**src/rtl/avmm2_cmd_pkg.sv**
```systemverilog
/* AVMM2 command path definitions
   Frame layout and serializer states for the fabric-to-link direction */
package avmm2_cmd_pkg;

	localparam int ADDR_W      = 9;	// Fabric register address
	localparam int DATA_W      = 8;	// Write and read data
	localparam int CMD_FRAME_W = 32;

	// Command frame, bit 0 first on the link
	typedef struct packed {
		logic [DATA_W-1:0] wdata;	// Bits 31:24
		logic              parity;	// XOR of the other 31 bits
		logic [9:0]        rsvd;	// Always sent as zero
		logic [ADDR_W-1:0] addr;	// Bits 12:4
		logic              read;
		logic              request;	// Current request level
		logic              write;
		logic              valid;	// Bit 0
	} cmd_frame_t;

	typedef enum logic {
		SER_IDLE,
		SER_SEND
	} ser_state_e;

endpackage

```
**src/rtl/avmm2_rsp_pkg.sv**
```systemverilog
/* AVMM2 response path definitions
   Frame layout and deserializer states for the link-to-fabric direction */
package avmm2_rsp_pkg;

	localparam int RSP_FRAME_W = 16;

	// Response frame, bit 0 arrives first and doubles as start marker
	typedef struct packed {
		logic                                valid_copy;	// Must equal valid
		logic                                parity;	// XOR of the other 15 bits
		logic [2:0]                          rsvd;
		logic                                readdatavalid;
		logic [avmm2_cmd_pkg::DATA_W-1:0]    rdata;	// Bits 9:2
		logic                                busy;
		logic                                valid;	// Always 1
	} rsp_frame_t;

	typedef enum logic {
		DES_IDLE,
		DES_COLLECT
	} des_state_e;

endpackage

```
**src/rtl/avmm2_cfg.sv**
```systemverilog
/* AVMM2 configuration
   Synchronizes user mode and hssi busy, opens the command gate, picks busy source */
module avmm2_cfg
(
	input  logic avmm_clock_avmm_clk,
	input  logic avmm_reset_avmm_rst_n,
	input  logic usermode_in,
	input  logic r_avmm2_gate_dis,
	input  logic sr_hssi_avmm_busy,
	output logic cmd_gate_open,
	output logic hssi_busy_sync,
	output logic busy_from_hssi
);

	// Bit 1 is hssi busy, bit 0 is user mode
	logic [1:0] sync_meta;
	logic [1:0] sync_out;

	always_ff @(posedge avmm_clock_avmm_clk)
	begin
		if (!avmm_reset_avmm_rst_n)
		begin
			sync_meta      <= 2'b10;	// Busy resets high, user mode low
			sync_out       <= 2'b10;
			busy_from_hssi <= 1'b1;
		end
		else
		begin
			sync_meta <= {sr_hssi_avmm_busy, usermode_in};
			sync_out  <= sync_meta;
			if (busy_from_hssi)
			begin
				busy_from_hssi <= sync_out[1];	// Sticky once cleared
			end
		end
	end

	assign hssi_busy_sync = sync_out[1];
	assign cmd_gate_open  = r_avmm2_gate_dis | sync_out[0];

endmodule

```
**src/rtl/avmm2_cmd_fifo.sv**
```systemverilog
/* AVMM2 command queue
   Synchronous frame FIFO with full and partial-full flags, forced high on freeze */
module avmm2_cmd_fifo
#(
	parameter int CMD_FIFO_DEPTH  = 16,
	parameter int CMD_PFULL_LEVEL = 12
)
(
	input  logic                      avmm_clock_avmm_clk,
	input  logic                      avmm_reset_avmm_rst_n,
	input  logic                      cmd_push,
	input  avmm2_cmd_pkg::cmd_frame_t cmd_frame,
	input  logic                      cmd_pop,
	input  logic                      nfrzdrv_in,
	output avmm2_cmd_pkg::cmd_frame_t fifo_head,
	output logic                      fifo_empty,
	output logic                      pld_avmm_cmdfifo_wr_full,
	output logic                      pld_avmm_cmdfifo_wr_pfull
);

	localparam int PTR_W = (CMD_FIFO_DEPTH > 1) ? $clog2(CMD_FIFO_DEPTH) : 1;
	localparam int CNT_W = $clog2(CMD_FIFO_DEPTH + 1);

	avmm2_cmd_pkg::cmd_frame_t mem [CMD_FIFO_DEPTH];
	logic [PTR_W-1:0] wr_ptr;
	logic [PTR_W-1:0] rd_ptr;
	logic [CNT_W-1:0] count;
	logic             full;
	logic             push_ok;
	logic             pop_ok;

	assign full       = count == CNT_W'(CMD_FIFO_DEPTH);
	assign fifo_empty = count == '0;
	assign push_ok    = cmd_push & ~full;	// Dropped when full
	assign pop_ok     = cmd_pop & ~fifo_empty;
	assign fifo_head  = mem[rd_ptr];

	always_ff @(posedge avmm_clock_avmm_clk)
	begin
		if (push_ok)
			mem[wr_ptr] <= cmd_frame;
	end

	always_ff @(posedge avmm_clock_avmm_clk)
	begin
		if (!avmm_reset_avmm_rst_n)
		begin
			wr_ptr <= '0;
			rd_ptr <= '0;
			count  <= '0;
		end
		else
		begin
			if (push_ok)
				wr_ptr <= (wr_ptr == PTR_W'(CMD_FIFO_DEPTH - 1)) ? '0 : wr_ptr + 1'b1;
			if (pop_ok)
				rd_ptr <= (rd_ptr == PTR_W'(CMD_FIFO_DEPTH - 1)) ? '0 : rd_ptr + 1'b1;
			count <= count + CNT_W'(push_ok) - CNT_W'(pop_ok);
		end
	end

	assign pld_avmm_cmdfifo_wr_full  = nfrzdrv_in ? full : 1'b1;
	assign pld_avmm_cmdfifo_wr_pfull = nfrzdrv_in ? (count >= CNT_W'(CMD_PFULL_LEVEL)) : 1'b1;

endmodule

```
**src/rtl/avmm2_cmd_framer.sv**
```systemverilog
/* AVMM2 command framer
   Gates fabric commands and builds parity-protected frames for the queue */
module avmm2_cmd_framer
(
	input  logic                             avmm_clock_avmm_clk,
	input  logic                             avmm_reset_avmm_rst_n,
	input  logic                             cmd_gate_open,
	input  logic                             pld_avmm_read,
	input  logic                             pld_avmm_write,
	input  logic                             pld_avmm_request,
	input  logic [avmm2_cmd_pkg::ADDR_W-1:0] pld_avmm_reg_addr,
	input  logic [avmm2_cmd_pkg::DATA_W-1:0] pld_avmm_writedata,
	output avmm2_cmd_pkg::cmd_frame_t        cmd_frame,
	output logic                             cmd_push
);

	logic read_g;
	logic write_g;
	logic request_g;
	logic request_q;
	logic request_chg;

	assign read_g    = cmd_gate_open & pld_avmm_read;
	assign write_g   = cmd_gate_open & pld_avmm_write;
	assign request_g = cmd_gate_open & pld_avmm_request;

	always_ff @(posedge avmm_clock_avmm_clk)
	begin
		if (!avmm_reset_avmm_rst_n)
			request_q <= 1'b0;
		else
			request_q <= request_g;
	end

	assign request_chg = request_q != request_g;	// Request toggle alone also sends
	assign cmd_push    = read_g | write_g | request_chg;

	always_comb
	begin
		cmd_frame         = '0;
		cmd_frame.valid   = cmd_push;
		cmd_frame.write   = write_g;
		cmd_frame.request = request_g;
		cmd_frame.read    = read_g;
		cmd_frame.addr    = pld_avmm_reg_addr;
		cmd_frame.wdata   = pld_avmm_writedata;
		cmd_frame.parity  = ^cmd_frame;	// Parity field still zero here
	end

endmodule

```
**src/rtl/avmm2_cmd_serializer.sv**
```systemverilog
/* AVMM2 command serializer
   Pops queued frames and sends them two bits per clock, lowest pair first */
module avmm2_cmd_serializer
(
	input  logic                      avmm_clock_avmm_clk,
	input  logic                      avmm_reset_avmm_rst_n,
	input  logic                      fifo_empty,
	input  avmm2_cmd_pkg::cmd_frame_t fifo_head,
	output logic                      cmd_pop,
	output logic [1:0]                aib_fabric_avmm_data_out
);

	localparam int BEATS  = avmm2_cmd_pkg::CMD_FRAME_W / 2;
	localparam int BEAT_W = $clog2(BEATS);

	avmm2_cmd_pkg::ser_state_e         state;
	logic [BEAT_W-1:0]                 beat;	// Pair now on the link
	logic [avmm2_cmd_pkg::CMD_FRAME_W-1:0] shift;
	logic                              last_beat;

	assign last_beat = (state == avmm2_cmd_pkg::SER_SEND) && (beat == BEAT_W'(BEATS - 1));
	assign cmd_pop   = ~fifo_empty & ((state == avmm2_cmd_pkg::SER_IDLE) | last_beat);

	always_ff @(posedge avmm_clock_avmm_clk)
	begin
		if (!avmm_reset_avmm_rst_n)
		begin
			state                    <= avmm2_cmd_pkg::SER_IDLE;
			beat                     <= '0;
			aib_fabric_avmm_data_out <= 2'b00;
		end
		else if (cmd_pop)
		begin
			state                    <= avmm2_cmd_pkg::SER_SEND;
			beat                     <= '0;
			aib_fabric_avmm_data_out <= fifo_head[1:0];	// Pair 0 goes out at once
		end
		else if (last_beat)
		begin
			state                    <= avmm2_cmd_pkg::SER_IDLE;
			aib_fabric_avmm_data_out <= 2'b00;
		end
		else if (state == avmm2_cmd_pkg::SER_SEND)
		begin
			beat                     <= beat + 1'b1;
			aib_fabric_avmm_data_out <= shift[1:0];
		end
	end

	always_ff @(posedge avmm_clock_avmm_clk)
	begin
		if (cmd_pop)
			shift <= fifo_head >> 2;
		else
			shift <= shift >> 2;
	end

endmodule

```
**src/rtl/avmm2_rsp_decoder.sv**
```systemverilog
/* AVMM2 response decoder
   Checks response frames and drives busy, read data and the sticky error flag */
module avmm2_rsp_decoder
(
	input  logic                             avmm_clock_avmm_clk,
	input  logic                             avmm_reset_avmm_rst_n,
	input  avmm2_rsp_pkg::rsp_frame_t        rsp_frame,
	input  logic                             rsp_strobe,
	input  logic                             hssi_busy_sync,
	input  logic                             busy_from_hssi,
	input  logic                             nfrzdrv_in,
	output logic                             pld_avmm_busy,
	output logic [avmm2_cmd_pkg::DATA_W-1:0] pld_avmm_readdata,
	output logic                             pld_avmm_readdatavalid,
	output logic                             avmm_transfer_error
);

	logic                             busy_q;	// Busy bit of last frame
	logic [avmm2_cmd_pkg::DATA_W-1:0] rdata_q;
	logic                             rdv_q;
	logic                             parity_err;
	logic                             valid_err;
	logic                             data_ok;

	assign parity_err = ^rsp_frame;	// Whole frame XORs to zero when good
	assign valid_err  = rsp_frame.valid != rsp_frame.valid_copy;

	// Busy release and readdatavalid never come in the same frame
	assign data_ok = rsp_strobe & ~rsp_frame.busy & ~busy_q;

	always_ff @(posedge avmm_clock_avmm_clk)
	begin
		if (!avmm_reset_avmm_rst_n)
		begin
			busy_q              <= 1'b0;
			rdv_q               <= 1'b0;
			rdata_q             <= '0;
			avmm_transfer_error <= 1'b0;
		end
		else
		begin
			if (rsp_strobe)
				busy_q <= rsp_frame.busy;
			if (rsp_strobe & (parity_err | valid_err))
				avmm_transfer_error <= 1'b1;	// Held until reset
			if (data_ok)
			begin
				rdv_q   <= rsp_frame.readdatavalid;
				rdata_q <= rsp_frame.rdata;
			end
			else
			begin
				rdv_q   <= 1'b0;
				rdata_q <= '0;
			end
		end
	end

	// Freeze forces all fabric outputs high
	assign pld_avmm_busy          = nfrzdrv_in ? (busy_from_hssi ? hssi_busy_sync : busy_q) : 1'b1;
	assign pld_avmm_readdata      = nfrzdrv_in ? rdata_q : '1;
	assign pld_avmm_readdatavalid = nfrzdrv_in ? rdv_q : 1'b1;

endmodule

```
**src/rtl/avmm2_rsp_deserializer.sv**
```systemverilog
/* AVMM2 response deserializer
   Collects 16-bit response frames from the serial link, start bit first */
module avmm2_rsp_deserializer
(
	input  logic                      avmm_clock_avmm_clk,
	input  logic                      avmm_reset_avmm_rst_n,
	input  logic                      aib_fabric_avmm_data_in,
	output avmm2_rsp_pkg::rsp_frame_t rsp_frame,
	output logic                      rsp_strobe
);

	localparam int FW    = avmm2_rsp_pkg::RSP_FRAME_W;
	localparam int CNT_W = $clog2(FW);

	avmm2_rsp_pkg::des_state_e state;
	logic             data_in_q;
	logic [CNT_W-1:0] bit_cnt;	// Bits captured so far
	logic [FW-1:0]    shift;

	always_ff @(posedge avmm_clock_avmm_clk)
	begin
		if (!avmm_reset_avmm_rst_n)
		begin
			data_in_q  <= 1'b0;
			state      <= avmm2_rsp_pkg::DES_IDLE;
			bit_cnt    <= '0;
			rsp_strobe <= 1'b0;
		end
		else
		begin
			data_in_q  <= aib_fabric_avmm_data_in;
			rsp_strobe <= 1'b0;
			if (state == avmm2_rsp_pkg::DES_IDLE)
			begin
				if (data_in_q)
				begin
					state   <= avmm2_rsp_pkg::DES_COLLECT;	// Start marker seen
					bit_cnt <= CNT_W'(1);
				end
			end
			else if (bit_cnt == CNT_W'(FW - 1))
			begin
				state      <= avmm2_rsp_pkg::DES_IDLE;
				bit_cnt    <= '0;
				rsp_strobe <= 1'b1;
			end
			else
				bit_cnt <= bit_cnt + 1'b1;
		end
	end

	// Shift right so the first bit ends up at bit 0
	always_ff @(posedge avmm_clock_avmm_clk)
	begin
		shift <= {data_in_q, shift[FW-1:1]};
		if ((state == avmm2_rsp_pkg::DES_COLLECT) && (bit_cnt == CNT_W'(FW - 1)))
			rsp_frame <= avmm2_rsp_pkg::rsp_frame_t'({data_in_q, shift[FW-1:1]});
	end

endmodule

```
**src/rtl/avmm2_transfer.sv**
```systemverilog
/* AVMM2 transfer bridge top
   Fabric Avalon-MM commands out as 2-bit serial frames, 1-bit serial responses back */
module avmm2_transfer
#(
	parameter int CMD_FIFO_DEPTH  = 16,
	parameter int CMD_PFULL_LEVEL = 12
)
(
	input  logic                             avmm_clock_avmm_clk,
	input  logic                             avmm_reset_avmm_rst_n,
	input  logic                             aib_fabric_avmm_data_in,
	input  logic                             pld_avmm_read,
	input  logic [avmm2_cmd_pkg::ADDR_W-1:0] pld_avmm_reg_addr,
	input  logic                             pld_avmm_request,
	input  logic                             pld_avmm_write,
	input  logic [avmm2_cmd_pkg::DATA_W-1:0] pld_avmm_writedata,
	input  logic                             nfrzdrv_in,
	input  logic                             usermode_in,
	input  logic                             sr_hssi_avmm_busy,
	input  logic                             r_avmm2_gate_dis,
	output logic [1:0]                       aib_fabric_avmm_data_out,
	output logic                             pld_avmm_busy,
	output logic [avmm2_cmd_pkg::DATA_W-1:0] pld_avmm_readdata,
	output logic                             pld_avmm_readdatavalid,
	output logic                             pld_avmm_cmdfifo_wr_full,
	output logic                             pld_avmm_cmdfifo_wr_pfull,
	output logic                             avmm_transfer_error
);

	logic                      cmd_gate_open;
	logic                      hssi_busy_sync;
	logic                      busy_from_hssi;
	avmm2_cmd_pkg::cmd_frame_t cmd_frame;
	logic                      cmd_push;
	avmm2_cmd_pkg::cmd_frame_t fifo_head;
	logic                      fifo_empty;
	logic                      cmd_pop;
	avmm2_rsp_pkg::rsp_frame_t rsp_frame;
	logic                      rsp_strobe;

	avmm2_cfg u_cfg (
		.avmm_clock_avmm_clk   (avmm_clock_avmm_clk),
		.avmm_reset_avmm_rst_n (avmm_reset_avmm_rst_n),
		.usermode_in           (usermode_in),
		.r_avmm2_gate_dis      (r_avmm2_gate_dis),
		.sr_hssi_avmm_busy     (sr_hssi_avmm_busy),
		.cmd_gate_open         (cmd_gate_open),
		.hssi_busy_sync        (hssi_busy_sync),
		.busy_from_hssi        (busy_from_hssi)
	);

	avmm2_cmd_framer u_framer (
		.avmm_clock_avmm_clk   (avmm_clock_avmm_clk),
		.avmm_reset_avmm_rst_n (avmm_reset_avmm_rst_n),
		.cmd_gate_open         (cmd_gate_open),
		.pld_avmm_read         (pld_avmm_read),
		.pld_avmm_write        (pld_avmm_write),
		.pld_avmm_request      (pld_avmm_request),
		.pld_avmm_reg_addr     (pld_avmm_reg_addr),
		.pld_avmm_writedata    (pld_avmm_writedata),
		.cmd_frame             (cmd_frame),
		.cmd_push              (cmd_push)
	);

	avmm2_cmd_fifo #(
		.CMD_FIFO_DEPTH  (CMD_FIFO_DEPTH),
		.CMD_PFULL_LEVEL (CMD_PFULL_LEVEL)
	) u_cmd_fifo (
		.avmm_clock_avmm_clk       (avmm_clock_avmm_clk),
		.avmm_reset_avmm_rst_n     (avmm_reset_avmm_rst_n),
		.cmd_push                  (cmd_push),
		.cmd_frame                 (cmd_frame),
		.cmd_pop                   (cmd_pop),
		.nfrzdrv_in                (nfrzdrv_in),
		.fifo_head                 (fifo_head),
		.fifo_empty                (fifo_empty),
		.pld_avmm_cmdfifo_wr_full  (pld_avmm_cmdfifo_wr_full),
		.pld_avmm_cmdfifo_wr_pfull (pld_avmm_cmdfifo_wr_pfull)
	);

	avmm2_cmd_serializer u_serializer (
		.avmm_clock_avmm_clk      (avmm_clock_avmm_clk),
		.avmm_reset_avmm_rst_n    (avmm_reset_avmm_rst_n),
		.fifo_empty               (fifo_empty),
		.fifo_head                (fifo_head),
		.cmd_pop                  (cmd_pop),
		.aib_fabric_avmm_data_out (aib_fabric_avmm_data_out)
	);

	avmm2_rsp_deserializer u_deserializer (
		.avmm_clock_avmm_clk     (avmm_clock_avmm_clk),
		.avmm_reset_avmm_rst_n   (avmm_reset_avmm_rst_n),
		.aib_fabric_avmm_data_in (aib_fabric_avmm_data_in),
		.rsp_frame               (rsp_frame),
		.rsp_strobe              (rsp_strobe)
	);

	avmm2_rsp_decoder u_decoder (
		.avmm_clock_avmm_clk    (avmm_clock_avmm_clk),
		.avmm_reset_avmm_rst_n  (avmm_reset_avmm_rst_n),
		.rsp_frame              (rsp_frame),
		.rsp_strobe             (rsp_strobe),
		.hssi_busy_sync         (hssi_busy_sync),
		.busy_from_hssi         (busy_from_hssi),
		.nfrzdrv_in             (nfrzdrv_in),
		.pld_avmm_busy          (pld_avmm_busy),
		.pld_avmm_readdata      (pld_avmm_readdata),
		.pld_avmm_readdatavalid (pld_avmm_readdatavalid),
		.avmm_transfer_error    (avmm_transfer_error)
	);

endmodule

```
**config.mk**
```make
export PLATFORM = sky130hd
export DESIGN_NAME = avmm2_transfer
export DESIGN_NICKNAME = d
export VERILOG_FILES = /design/src/rtl/avmm2_cmd_pkg.sv /design/src/rtl/avmm2_rsp_pkg.sv /design/src/rtl/avmm2_cfg.sv /design/src/rtl/avmm2_cmd_fifo.sv /design/src/rtl/avmm2_cmd_framer.sv /design/src/rtl/avmm2_cmd_serializer.sv /design/src/rtl/avmm2_rsp_decoder.sv /design/src/rtl/avmm2_rsp_deserializer.sv /design/src/rtl/avmm2_transfer.sv
export SDC_FILE = /design/constraint.sdc
export NUM_CORES = 1
export LEC_CHECK = 0
export BUFFER_PORTS_ARGS = -buffer_cell sky130_fd_sc_hd__buf_2
export CORE_MARGIN = 8
export CORE_UTILIZATION = 60
export CTS_CLUSTER_DIAMETER = 50
export DETAILED_ROUTE_END_ITERATION = 12
export HOLD_SLACK_MARGIN = 0.05
export PLACE_DENSITY_LB_ADDON = 0.08
export SYNTH_ARGS = -nofsm -noshare
export SYNTH_HDL_FRONTEND = slang
export SYNTH_SLANG_ARGS = --single-unit
```
**constraint.sdc**
```tcl
create_clock -name avmm_clock_avmm_clk -period 6.9 [get_ports avmm_clock_avmm_clk]
set_clock_uncertainty 0.15 [all_clocks]
set_input_delay 0.345 -clock avmm_clock_avmm_clk [delete_from_list [all_inputs] [get_ports avmm_clock_avmm_clk]]
set_output_delay 0.345 -clock avmm_clock_avmm_clk [all_outputs]
set_load 0.01 [all_outputs]
```
**Yosys cells after proc, flatten, opt, wreduce, memory -nomap -nowiden**

Memories as Yosys holds them, arrays and structs flattened. A register that Yosys moved wholly into a read port is not among the register bits.
Index checks and enable logic that the tools add are counted.

- Flip-flop bits (word level): 106
- Bits in latches: 0
- Bits in writable memories: 352
- ROM bits: 0
- Bits of input ports: 27
- Output and inout bits: 15
- Logic and storage cells: 101
- Memories: 1

- $add $sub $neg: 6
- $mul: 0
- Div/mod/pow operators: 0
- $lt $le $gt $ge: 1
- Equality and inequality tests: 7
- Shift operators: 0
- Mux-type cells: 26
- Bitwise gates (word level): 21
- Reduce and logical (&&, ||, !) cells: 12

Memory list:

| name | depth | bits a word | rd ports | clocked after memory_dff | write ports | RTL line | text |
|---|---|---|---|---|---|---|---|
| u_cmd_fifo.mem | 16 | 22 | 1 | 1 | 1 | avmm2_cmd_fifo.sv:24 | `avmm2_cmd_pkg::cmd_frame_t mem [CMD_FIFO_DEPTH];` |

Operators by type and width:

| cell | count |
|---|---|
| $reduce_xor 32->1 | 1 |
| $mux 30 | 1 |
| $mux 4 | 7 |
| $add 4x1->4 const B | 4 |
| $eq 4x4->1 const B | 4 |
| $reduce_xor 16->1 | 1 |
| $mux 1 | 14 |
| $and 1x1->1 | 9 |
| $mux 8 | 1 |
| $not 1->1 | 7 |
| $mux 2 | 3 |
| $reduce_and 2->1 | 3 |
| $add 5x1->5 | 1 |
| $eq 5x5->1 const B | 1 |
| $ge 5x4->1 const B | 1 |
| $logic_not 5->1 | 1 |
| $or 1x1->1 | 5 |
| $sub 5x1->5 | 1 |
| $reduce_bool 2->1 | 2 |
| $reduce_bool 3->1 | 1 |
| $logic_and 1x1->1 | 2 |
| $ne 1x1->1 | 2 |
| $reduce_or 2->1 | 1 |

**Depth between registers and ports, before layout**

Gate-level depths: netlist (run 1).

- Depth after elaboration: 7
- Mapped depth: 13
- Gate-level depth less buffers: 12

**By module**

Synthesis (run 1) repeated with hierarchy kept, for this count alone.

- Cell total of the unflattened synthesis: 1189
- Area total of the unflattened synthesis: 23714.0 um^2

Modules (own cells, without submodules):

| module | instances | cells each | area an instance (um^2) | seq. area each (um^2) |
|---|---|---|---|---|
| avmm2_cmd_fifo | 1 | 903 | 20078.0 | 15715.1 |
| avmm2_cmd_serializer | 1 | 103 | 1348.8 | 740.7 |
| avmm2_rsp_deserializer | 1 | 64 | 1102.3 | 920.9 |
| avmm2_cmd_framer | 1 | 58 | 521.8 | 20.0 |
| avmm2_rsp_decoder | 1 | 50 | 519.2 | 220.2 |
| avmm2_cfg | 1 | 11 | 143.9 | 100.1 |

**Worst setup path before layout (run 1)**

Ideal clock, no wire load.

- Path kind: input -> register
- From: input port r_avmm2_gate_dis
- To: memory u_cmd_fifo.mem[11][0] (netlist name), enable pin
- Library setup time: 0.429 ns
- Arrival: 2.586 ns
- Required time: 6.321 ns
- Path slack: 3.735 ns
- Stages on the path: 4
- Buffers on the path: 0
- Cell sequence: o211a_1 o21ai_0 nand4_1 nor3_1

- Cells in the longest elaborated chain, start to end: 7
- Elaborated cells on any way between the ends: 10
- Those cells by class: eq/ne (1); mux (2); bitwise (7)

RTL lines:

| item | RTL line | text |
|---|---|---|
| from (decl) | avmm2_transfer.sv:20 | `input logic r_avmm2_gate_dis,` |
| $or 1x1->1 * | avmm2_cfg.sv:39 | `assign cmd_gate_open = r_avmm2_gate_dis \| sync_out[0];` |
| $and 1x1->1, on equally long branches | avmm2_cmd_framer.sv:23, avmm2_cmd_framer.sv:24, avmm2_cmd_framer.sv:25 |  |
| $or 1x1->1 / $ne 1x1->1 (equally long branches) | avmm2_cmd_framer.sv:36, avmm2_cmd_framer.sv:35 |  |
| $or 1x1->1 * | avmm2_cmd_framer.sv:36 | `assign cmd_push = read_g \| write_g \| request_chg;` |
| $and 1x1->1 * | avmm2_cmd_fifo.sv:34 | `assign push_ok = cmd_push & ~full;` |
| $mux 1 * | avmm2_cmd_fifo.sv:40 | `if (push_ok)` |
| $mux 1 (not written as such) * | avmm2_cmd_fifo.sv:41 | `mem[wr_ptr] <= cmd_frame;` |
| to (decl) | avmm2_cmd_fifo.sv:24 |  |

Mark *: on every way between the ends. The rest lies on a longest branch, timed or not.

**Worst setup path in the final report (run 1)**

- From: register u_cmd_fifo.count[2]
- To: register u_cmd_fifo.count[4]

- Cells in the longest elaborated chain, start to end: 5
- Elaborated cells on any way between the ends: 9
- Those cells by class: add/sub (2); eq/ne (1); bitwise (5); reduce/logical (1)

RTL lines:

| item | RTL line | text |
|---|---|---|
| from (decl) | avmm2_cmd_fifo.sv:27 | `logic [CNT_W-1:0] count;` |
| from (signal assigned) | avmm2_cmd_fifo.sv:58 | `count <= count + CNT_W'(push_ok) - CNT_W'(pop_ok);` |
| $eq 5x5->1 / $logic_not 5->1 (equally long branches) | avmm2_cmd_fifo.sv:32, avmm2_cmd_fifo.sv:33 |  |
| $not 1->1, on equally long branches | avmm2_cmd_fifo.sv:34, avmm2_cmd_fifo.sv:35, avmm2_cmd_serializer.sv:22 |  |
| $and 1x1->1, on equally long branches | avmm2_cmd_fifo.sv:34, avmm2_cmd_serializer.sv:22 |  |
| $add 5x1->5 / $and 1x1->1 (equally long branches) | avmm2_cmd_fifo.sv:58, avmm2_cmd_fifo.sv:35 |  |
| $sub 5x1->5 * | avmm2_cmd_fifo.sv:58 |  |

Marks and branches as above.
A chain may end at the register's enable or synchronous reset.

==> results of run 1 <==
==> sequential cells by signal, summed over array words and instances (netlist names), 5 cells and up, named ones only <==
signal,flops
u_deserializer.rsp_frame,16
u_deserializer.shift,15
u_cmd_fifo.mem,352
u_cmd_fifo.count,5
u_serializer.shift,30
u_decoder.rdata_q,8
==> worst max path at each step <==
stage	endpoint	cells past startpoint
after floorplan	u_cmd_fifo.mem[11][0]	4
after global placement	u_cmd_fifo.count[4]	13
after detailed placement	u_cmd_fifo.count[4]	13
after CTS	u_cmd_fifo.count[4]	13
after global routing	u_cmd_fifo.count[4]	13
final	u_cmd_fifo.count[4]	13
==> area by class of cell <==
| cell class | instances | area (sq um) |
|---|---|---|
| Tap cell | 384 | 480 |
| Multi-Input combinational cell | 359 | 4300 |
| Fill cell | 1771 | 8950 |
| Timing Repair Buffer | 71 | 460 |
| Inverter | 14 | 52.6 |
| Clock buffer | 57 | 1210 |
| Clock inverter | 23 | 254 |
| Sequential cell | 461 | 12900 |
==> stage by stage <==
step                      instances  utilization [%]  total power, uW  instance area, sq um
after floorplan                 869                -             4360                 17400
after global placement         1277             63.2             4630                 18100
after detailed placement       1277             63.2             4690                 18100
after CTS                      1369             68.7             7090                 19700
after global routing           1369             68.7             7310                 19700
final                          1369             68.7             7020                 19700
==> cells in the mapped netlist (all sizes together), types with 2 or more instances <==
cell type / instances / area (sq um)
a211oi: 3 / 22.5
a21boi: 2 / 15.0
a21o: 2 / 15.0
a21oi: 18 / 90.1
a22o: 4 / 35.0
a311oi: 2 / 17.5
and2: 20 / 125
and3: 15 / 93.8
buf: 15 / 110
clkbuf: 20 / 75.1
dfxtp: 93 / 1860
edfxtp: 368 / 11100
ha: 15 / 188
inv: 14 / 52.6
mux2: 18 / 203
mux2i: 5 / 50.1
mux4: 108 / 2430
nand2: 11 / 41.3
nand2b: 15 / 93.8
nand3: 6 / 30.0
nand4: 5 / 31.3
nor2: 27 / 101
nor2b: 17 / 106
nor3: 6 / 30.0
nor3b: 2 / 15.0
o21ai: 8 / 40.0
o31ai: 2 / 15.0
xnor2: 25 / 219
xnor3: 4 / 90.1
xor2: 4 / 35.0
==> repair_timing <==
item | CTS | global route
setup endpoints to repair | 0 | 0
hold endpoints to repair | 116 | 0
resized for setup | 0 | 0
setup buffers | 0 | 0
hold buffers | 12 | 0
==> layer usage <==
metal / wire [microns] / track usage, % / vias up
met4: 651 / 4.93 / 0
met1: 14100 / 25.8 / 4357
li1: - / - / 3643
met5: 0 / 0 / -
met3: 1530 / 3.45 / 58
met2: 17200 / 33.5 / 200
==> kinds of logic (layout without fill, tap and decap cells) <==
logic type,after synthesis,count (layout)
xor+xnor,33,33
fa+ha+maj,16,16
mux,131,131
flops,461,461
buf+inv,49,165
simple gates,129,129
compound gates,50,50
==> power groups by stage <==
stage	Clock (uW)	Combinational [uW]	Sequential, uW
floorplan	0	1040	3330
global placement	0	1220	3420
detailed placement	0	1260	3420
CTS	2440	1280	3370
global route	2560	1370	3390
finish	2400	1260	3360
==> impl_metrics.toml, run 1 <==
[clocking]
root_buffer = "clkbuf_16"
clock_latency_ps = 530
cts_tree = "yes"
htreeDepth = 2
clock_sinks = 461
cts.clk_slew.worst_paths_ps = 60
cts_buffers = 45
cts_buffer_depth = 3

[placed_design]
gp_congestion = 0.794
io_buffers = 41
dp_worst_setup_slack_ps = 3340
post-dp-hpwl_mm = 19.3

[job]
max_cap_violations = 0

[layout]
diodes = 0
nets = 995
area_growth_pct = 13.0
final_common_cell = "edfxtp_1"
final_cell_mix = "368 x edfxtp_1, 108 x mux4_2, 90 x dfxtp_1, 45 x clkbuf_16, 41 x buf_2"
layout-drive-gt1-share_pct = 26.9

[sta]
finalHoldViolCount = 0
timing.final.crit_share_pct = 52.2
finalWorstSetupSlack_ps = 3300
setup_viol = 0
setup_tns_ps = 0
slew_violations = 0
relSlewSlack_pct = 15.1
hold-worst-slack_ps = 64.5
min_period_ps = 3600
worstMarginPinSlew_ps = 1260
max_freq_mhz = 278
rsz0062_at_grt = "no"

[outcome]
outcome = "finished clean"

[synth]
ys_async_sr_fraction_pct = 0
synth_warnings = 0
netlist_area_sq_mm = 0.0174
syn-num-nets = 912
muxShareOfSynthArea_pct = 15.4
synth_top_family_by_area = "multiplexers"
synth_ff_type = "edfxtp_1"
synthCells = 869
synth_cell_types = 49
synth_seq_cells = 461
synth_edf_count = 368
yosys.area_share.xor_xnor_pct = 1.98
avgSynthCellArea_sq_um = 20.0
synth-adder-area-share_pct = 1.19
synth-compound-area-share_pct = 1.86
yosys.area_share.simple_pct = 4.07
yosysSeqAreaShare_pct = 74.1

[route]
viasPerCell = 6.03
ant_nets = 0
wl_per_cell_microns = 24.5
dr.first_iter.drc_count = 568
drc_errors = 0
dr.pass1.iters = 5
vias = 8258
wl_mm = 33.5

[min_path]
hold_end = "u_cmd_fifo.mem[0][21]"
hp-class = "input port to register"
worstHoldStart = "pld_avmm_writedata[7]"
min_path_cells = 1

[worst_setup_path]
end_kind = "register"
crit_start = "u_cmd_fifo.count[2]"
critPathArrivalTime_ps = 3840
r2r_slack_ps = 3300
cpPeakStageDelay_ps = 840
r2r_start = "u_cmd_fifo.count[2]"
crit_buf_inv = 3
reg2reg_to = "u_cmd_fifo.count[4]"
r2r_cells = 13
crit_slowest_cell = "nor4b_1"
start_kind = "register"
crit_family = "adder cells"
path_cells = "inv_1 > ha_1 > nor4b_1 > a21oi_4 > buf_4 > ha_1 > inv_1 > ha_1 > fa_1 > a21oi_1 > o21bai_1 > xnor2_1 > nor2_1"
crit_type = "register to register"
cp_data_required_time_ps = 7140
cp_common_cell = "ha_1"
cp_max_fo = 37

[floorplan]
start_util_pct = 60.9
num_rows = 62
fp.coreArea_sq_mm = 0.0286
die_y_microns = 186
die-area_sq_mm = 0.0347
io_pins = 42
die_x_microns = 186

[power_and_ir_drop]
pwr-share-clk_pct = 34.2
power.leakage_uw = 0.00655
switchingPower_uw = 1700
powerDensity_mw_per_mm2 = 357
ir_worst_vdd_uv = 214
p_seq_share_pct = 47.9
p_sw_share_pct = 24.2
p_int_uw = 5320
power_frac_comb_pct = 17.9

[global_route]
antenna_found_initial = 0
grt_pass1_vias = 8805
grt_pass1_wl_mm = 52.3
grtUsageTotal_pct = 19.6
grt_max_degree = 49
grt-ovfl-total = 0
(Power assumes the default switching activity.)
==> run 2: changes to the inputs <==
Settings changed: ABC_AREA from default to 1.
Clock period 6.9 ns to 3.8 ns, I/O delays scaled along.
==> run 2 against run 1 <==
Effect of this change: design area grew 4.2%; total power grew 100%; sequential share of layout area shrank 2.7 points; setup slack lost 3000 ps; synthesized cell count grew 76%; maximum frequency grew 3.5%; global-route usage grew 5.0 points; largest power group unchanged.
==> impl_metrics.toml, run 2 <==
[sta]
relSlewSlack_pct = 31.0
rsz0062_at_grt = "no"
max_freq_mhz = 288
timing.final.crit_share_pct = 91.5
setup_viol = 0
setup_tns_ps = 0
worstMarginPinSlew_ps = 1030
finalHoldViolCount = 0
slew_violations = 0
finalWorstSetupSlack_ps = 323
hold-worst-slack_ps = 118
min_period_ps = 3480

[route]
wl_mm = 44.1
vias = 12100
dr_wl_met3_mm = 3.89
ant_nets = 0
viasPerCell = 5.94
routed.top_layer = "met4"
drc_errors = 0
dr.first_iter.drc_count = 1189
m1WireLength_mm = 18.1
dr.pass1.iters = 6
wl_met2_mm = 20.9
wl_per_cell_microns = 21.7

[clocking]
cts.clk_slew.worst_paths_ps = 60
cts_buffer_depth = 3
cts_resized = 0
cts_buffers = 47
cts_tree = "yes"
clock_sinks = 461
clock_latency_ps = 560
htreeDepth = 2
root_buffer = "clkbuf_16"

[synth]
synth_edf_count = 368
synth_ff_type = "edfxtp_1"
netlist_area_sq_mm = 0.0180
synth_warnings = 0
synthTopCellsByArea = "edfxtp_1 61%, dfxtp_1 10%, nor2_1 5.2%"
yosysSeqAreaShare_pct = 71.7
synth_most_common_cell = "edfxtp_1"
synth_cell_types = 33
netlist.area_leader.share_pct = 61.4
netlist_top_cells_count = "368 x edfxtp_1, 249 x nor2_1, 218 x nand2_1, 168 x o21ai_0, 93 x dfxtp_1"
synthCells = 1526
syn-num-nets = 1569
synth_seq_cells = 461
synth_top_area_cell = "edfxtp_1"
ys_async_sr_fraction_pct = 0
avgSynthCellArea_sq_um = 11.8

[layout]
top_regs = "u_cmd_fifo.mem: 352 flops, u_serializer.shift: 30 flops, u_deserializer.rsp_frame: 16 flops"
nets = 1645
multiInputGateArea_sq_mm = 0.00445
largest_register = "u_cmd_fifo.mem"
layout-drive-gt1-share_pct = 11.1
largest_reg_flops = 352
n_fill_cell = 2119
final_common_cell = "edfxtp_1"
final-seq-area_sq_mm = 0.0129
final_cell_mix = "368 x edfxtp_1, 233 x nor2_1, 218 x nand2_1, 168 x o21ai_0, 90 x dfxtp_1"
final_cells = 2031
area_growth_pct = 13.9

[global_route]
grtUsageTotal_pct = 24.6
grt-ovfl-total = 0
grt_pass1_vias = 11900
grt_max_degree = 187
antenna_found_initial = 1
grt_pass1_wl_mm = 67.6

[floorplan]
die_x_microns = 189
die_y_microns = 189
die-area_sq_mm = 0.0358
start_util_pct = 60.9
fp.coreArea_sq_mm = 0.0296
io_pins = 42
num_rows = 63

[power_and_ir_drop]
power.leakage_uw = 0.00742
ir_worst_vdd_uv = 607
powerDensity_mw_per_mm2 = 688

[job]
max_cap_violations = 0

[min_path]
hp-class = "input port to register"

[placed_design]
post-place-cells = 1918
dp_worst_setup_slack_ps = 366
io_buffers = 41
post-dp-hpwl_mm = 25.3
gp_congestion = 0.799

[worst_setup_path]
start_kind = "register"
cp_max_fo = 18
crit_type = "register to register"
cp_data_required_time_ps = 3900
end_kind = "register"
critPathArrivalTime_ps = 3580

[outcome]
outcome = "finished clean"
[run 2: changes by cell type in the layout (fill, tap and decap cells not counted), sizes merged, moves of 17 or more]
cell | previous run | this run
mux2 | 18 | 0
nand2 | 11 | 220
nor2b | 17 | 0
o221ai | 0 | 56
buf | 59 | 83
inv | 14 | 93
o21ai | 8 | 197
nor2 | 27 | 250
and2 | 20 | 0
a21oi | 18 | 40
nand3 | 6 | 47
mux4 | 108 | 0
[run 2: area by class of cell]
class	instances	share of cell area [%]
Multi-Input combinational cell	894	21.7
Tap cell	390	2.38
Clock inverter	24	1.08
Sequential cell	461	63.0
Clock buffer	63	6.13
Timing Repair Buffer	108	4.06
Inverter	90	1.66
Antenna cell	1	0.0122
[run 2: power breakdown]
| group | switching [uW] | internal (uW) |
|---|---|---|
| combinational | 2550 | 1070 |
| sequential | 191 | 5900 |
| clock | 1860 | 2540 |
| total | 4600 | 9510 |
[run 2: logic make-up after synthesis]
group,share of synthesized area (%)
xor gates and xnor gates,1.07
DFF,71.7
and+or+nand+nor,11.6
adders and majority gates,1.15
buffers and inverters,3.91
AOI/OAI and AO/OA,10.6
[run 2: worst paths after layout]
path,end,start,cells past startpoint,slack (ps)
setup / recovery,u_cmd_fifo.mem[6][2],u_cfg.sync_out[0],10,320
hold reg to reg,u_deserializer.shift[2],u_deserializer.shift[3],0,190
setup reg to reg,u_cmd_fifo.mem[6][2],u_cfg.sync_out[0],10,320
hold / removal,u_cmd_fifo.mem[10][3],pld_avmm_read,3,120
[run 2: stage by stage]
stage | total power, uW | utilization, % | instance area [sq um]
4_1_cts | 14100 | 69.4 | 20500
6_report | 14100 | 69.4 | 20500
3_5_place_dp | 9750 | 63.5 | 18800
2_1_floorplan | 8550 | - | 18000
5_1_grt | 14800 | 69.4 | 20500
3_3_place_gp | 9650 | 63.5 | 18800
[run 2: worst max-delay path, stage by stage, from the launching register on]
cell,delay (ps)
dfxtp_1,320
nor2_2,70
nor2_1,780
nor2_1,130
nand3_1,120
buf_4,220
nand2_2,150
inv_2,160
nand2_1,180
nor2_2,570
buf_4,310
[run 2: routing by layer]
metal / track usage (%) / vias up
met2: 40.2 / 551
li1: - / 5549
met1: 32.8 / 5889
met3: 4.60 / 74
met4: 8.33 / 0
met5: 0 / -
[run 2: repair_timing]
action	CTS	global route
endpoints found under the hold margin	300	0
hold buffers	25	0
buffers inserted	0	0
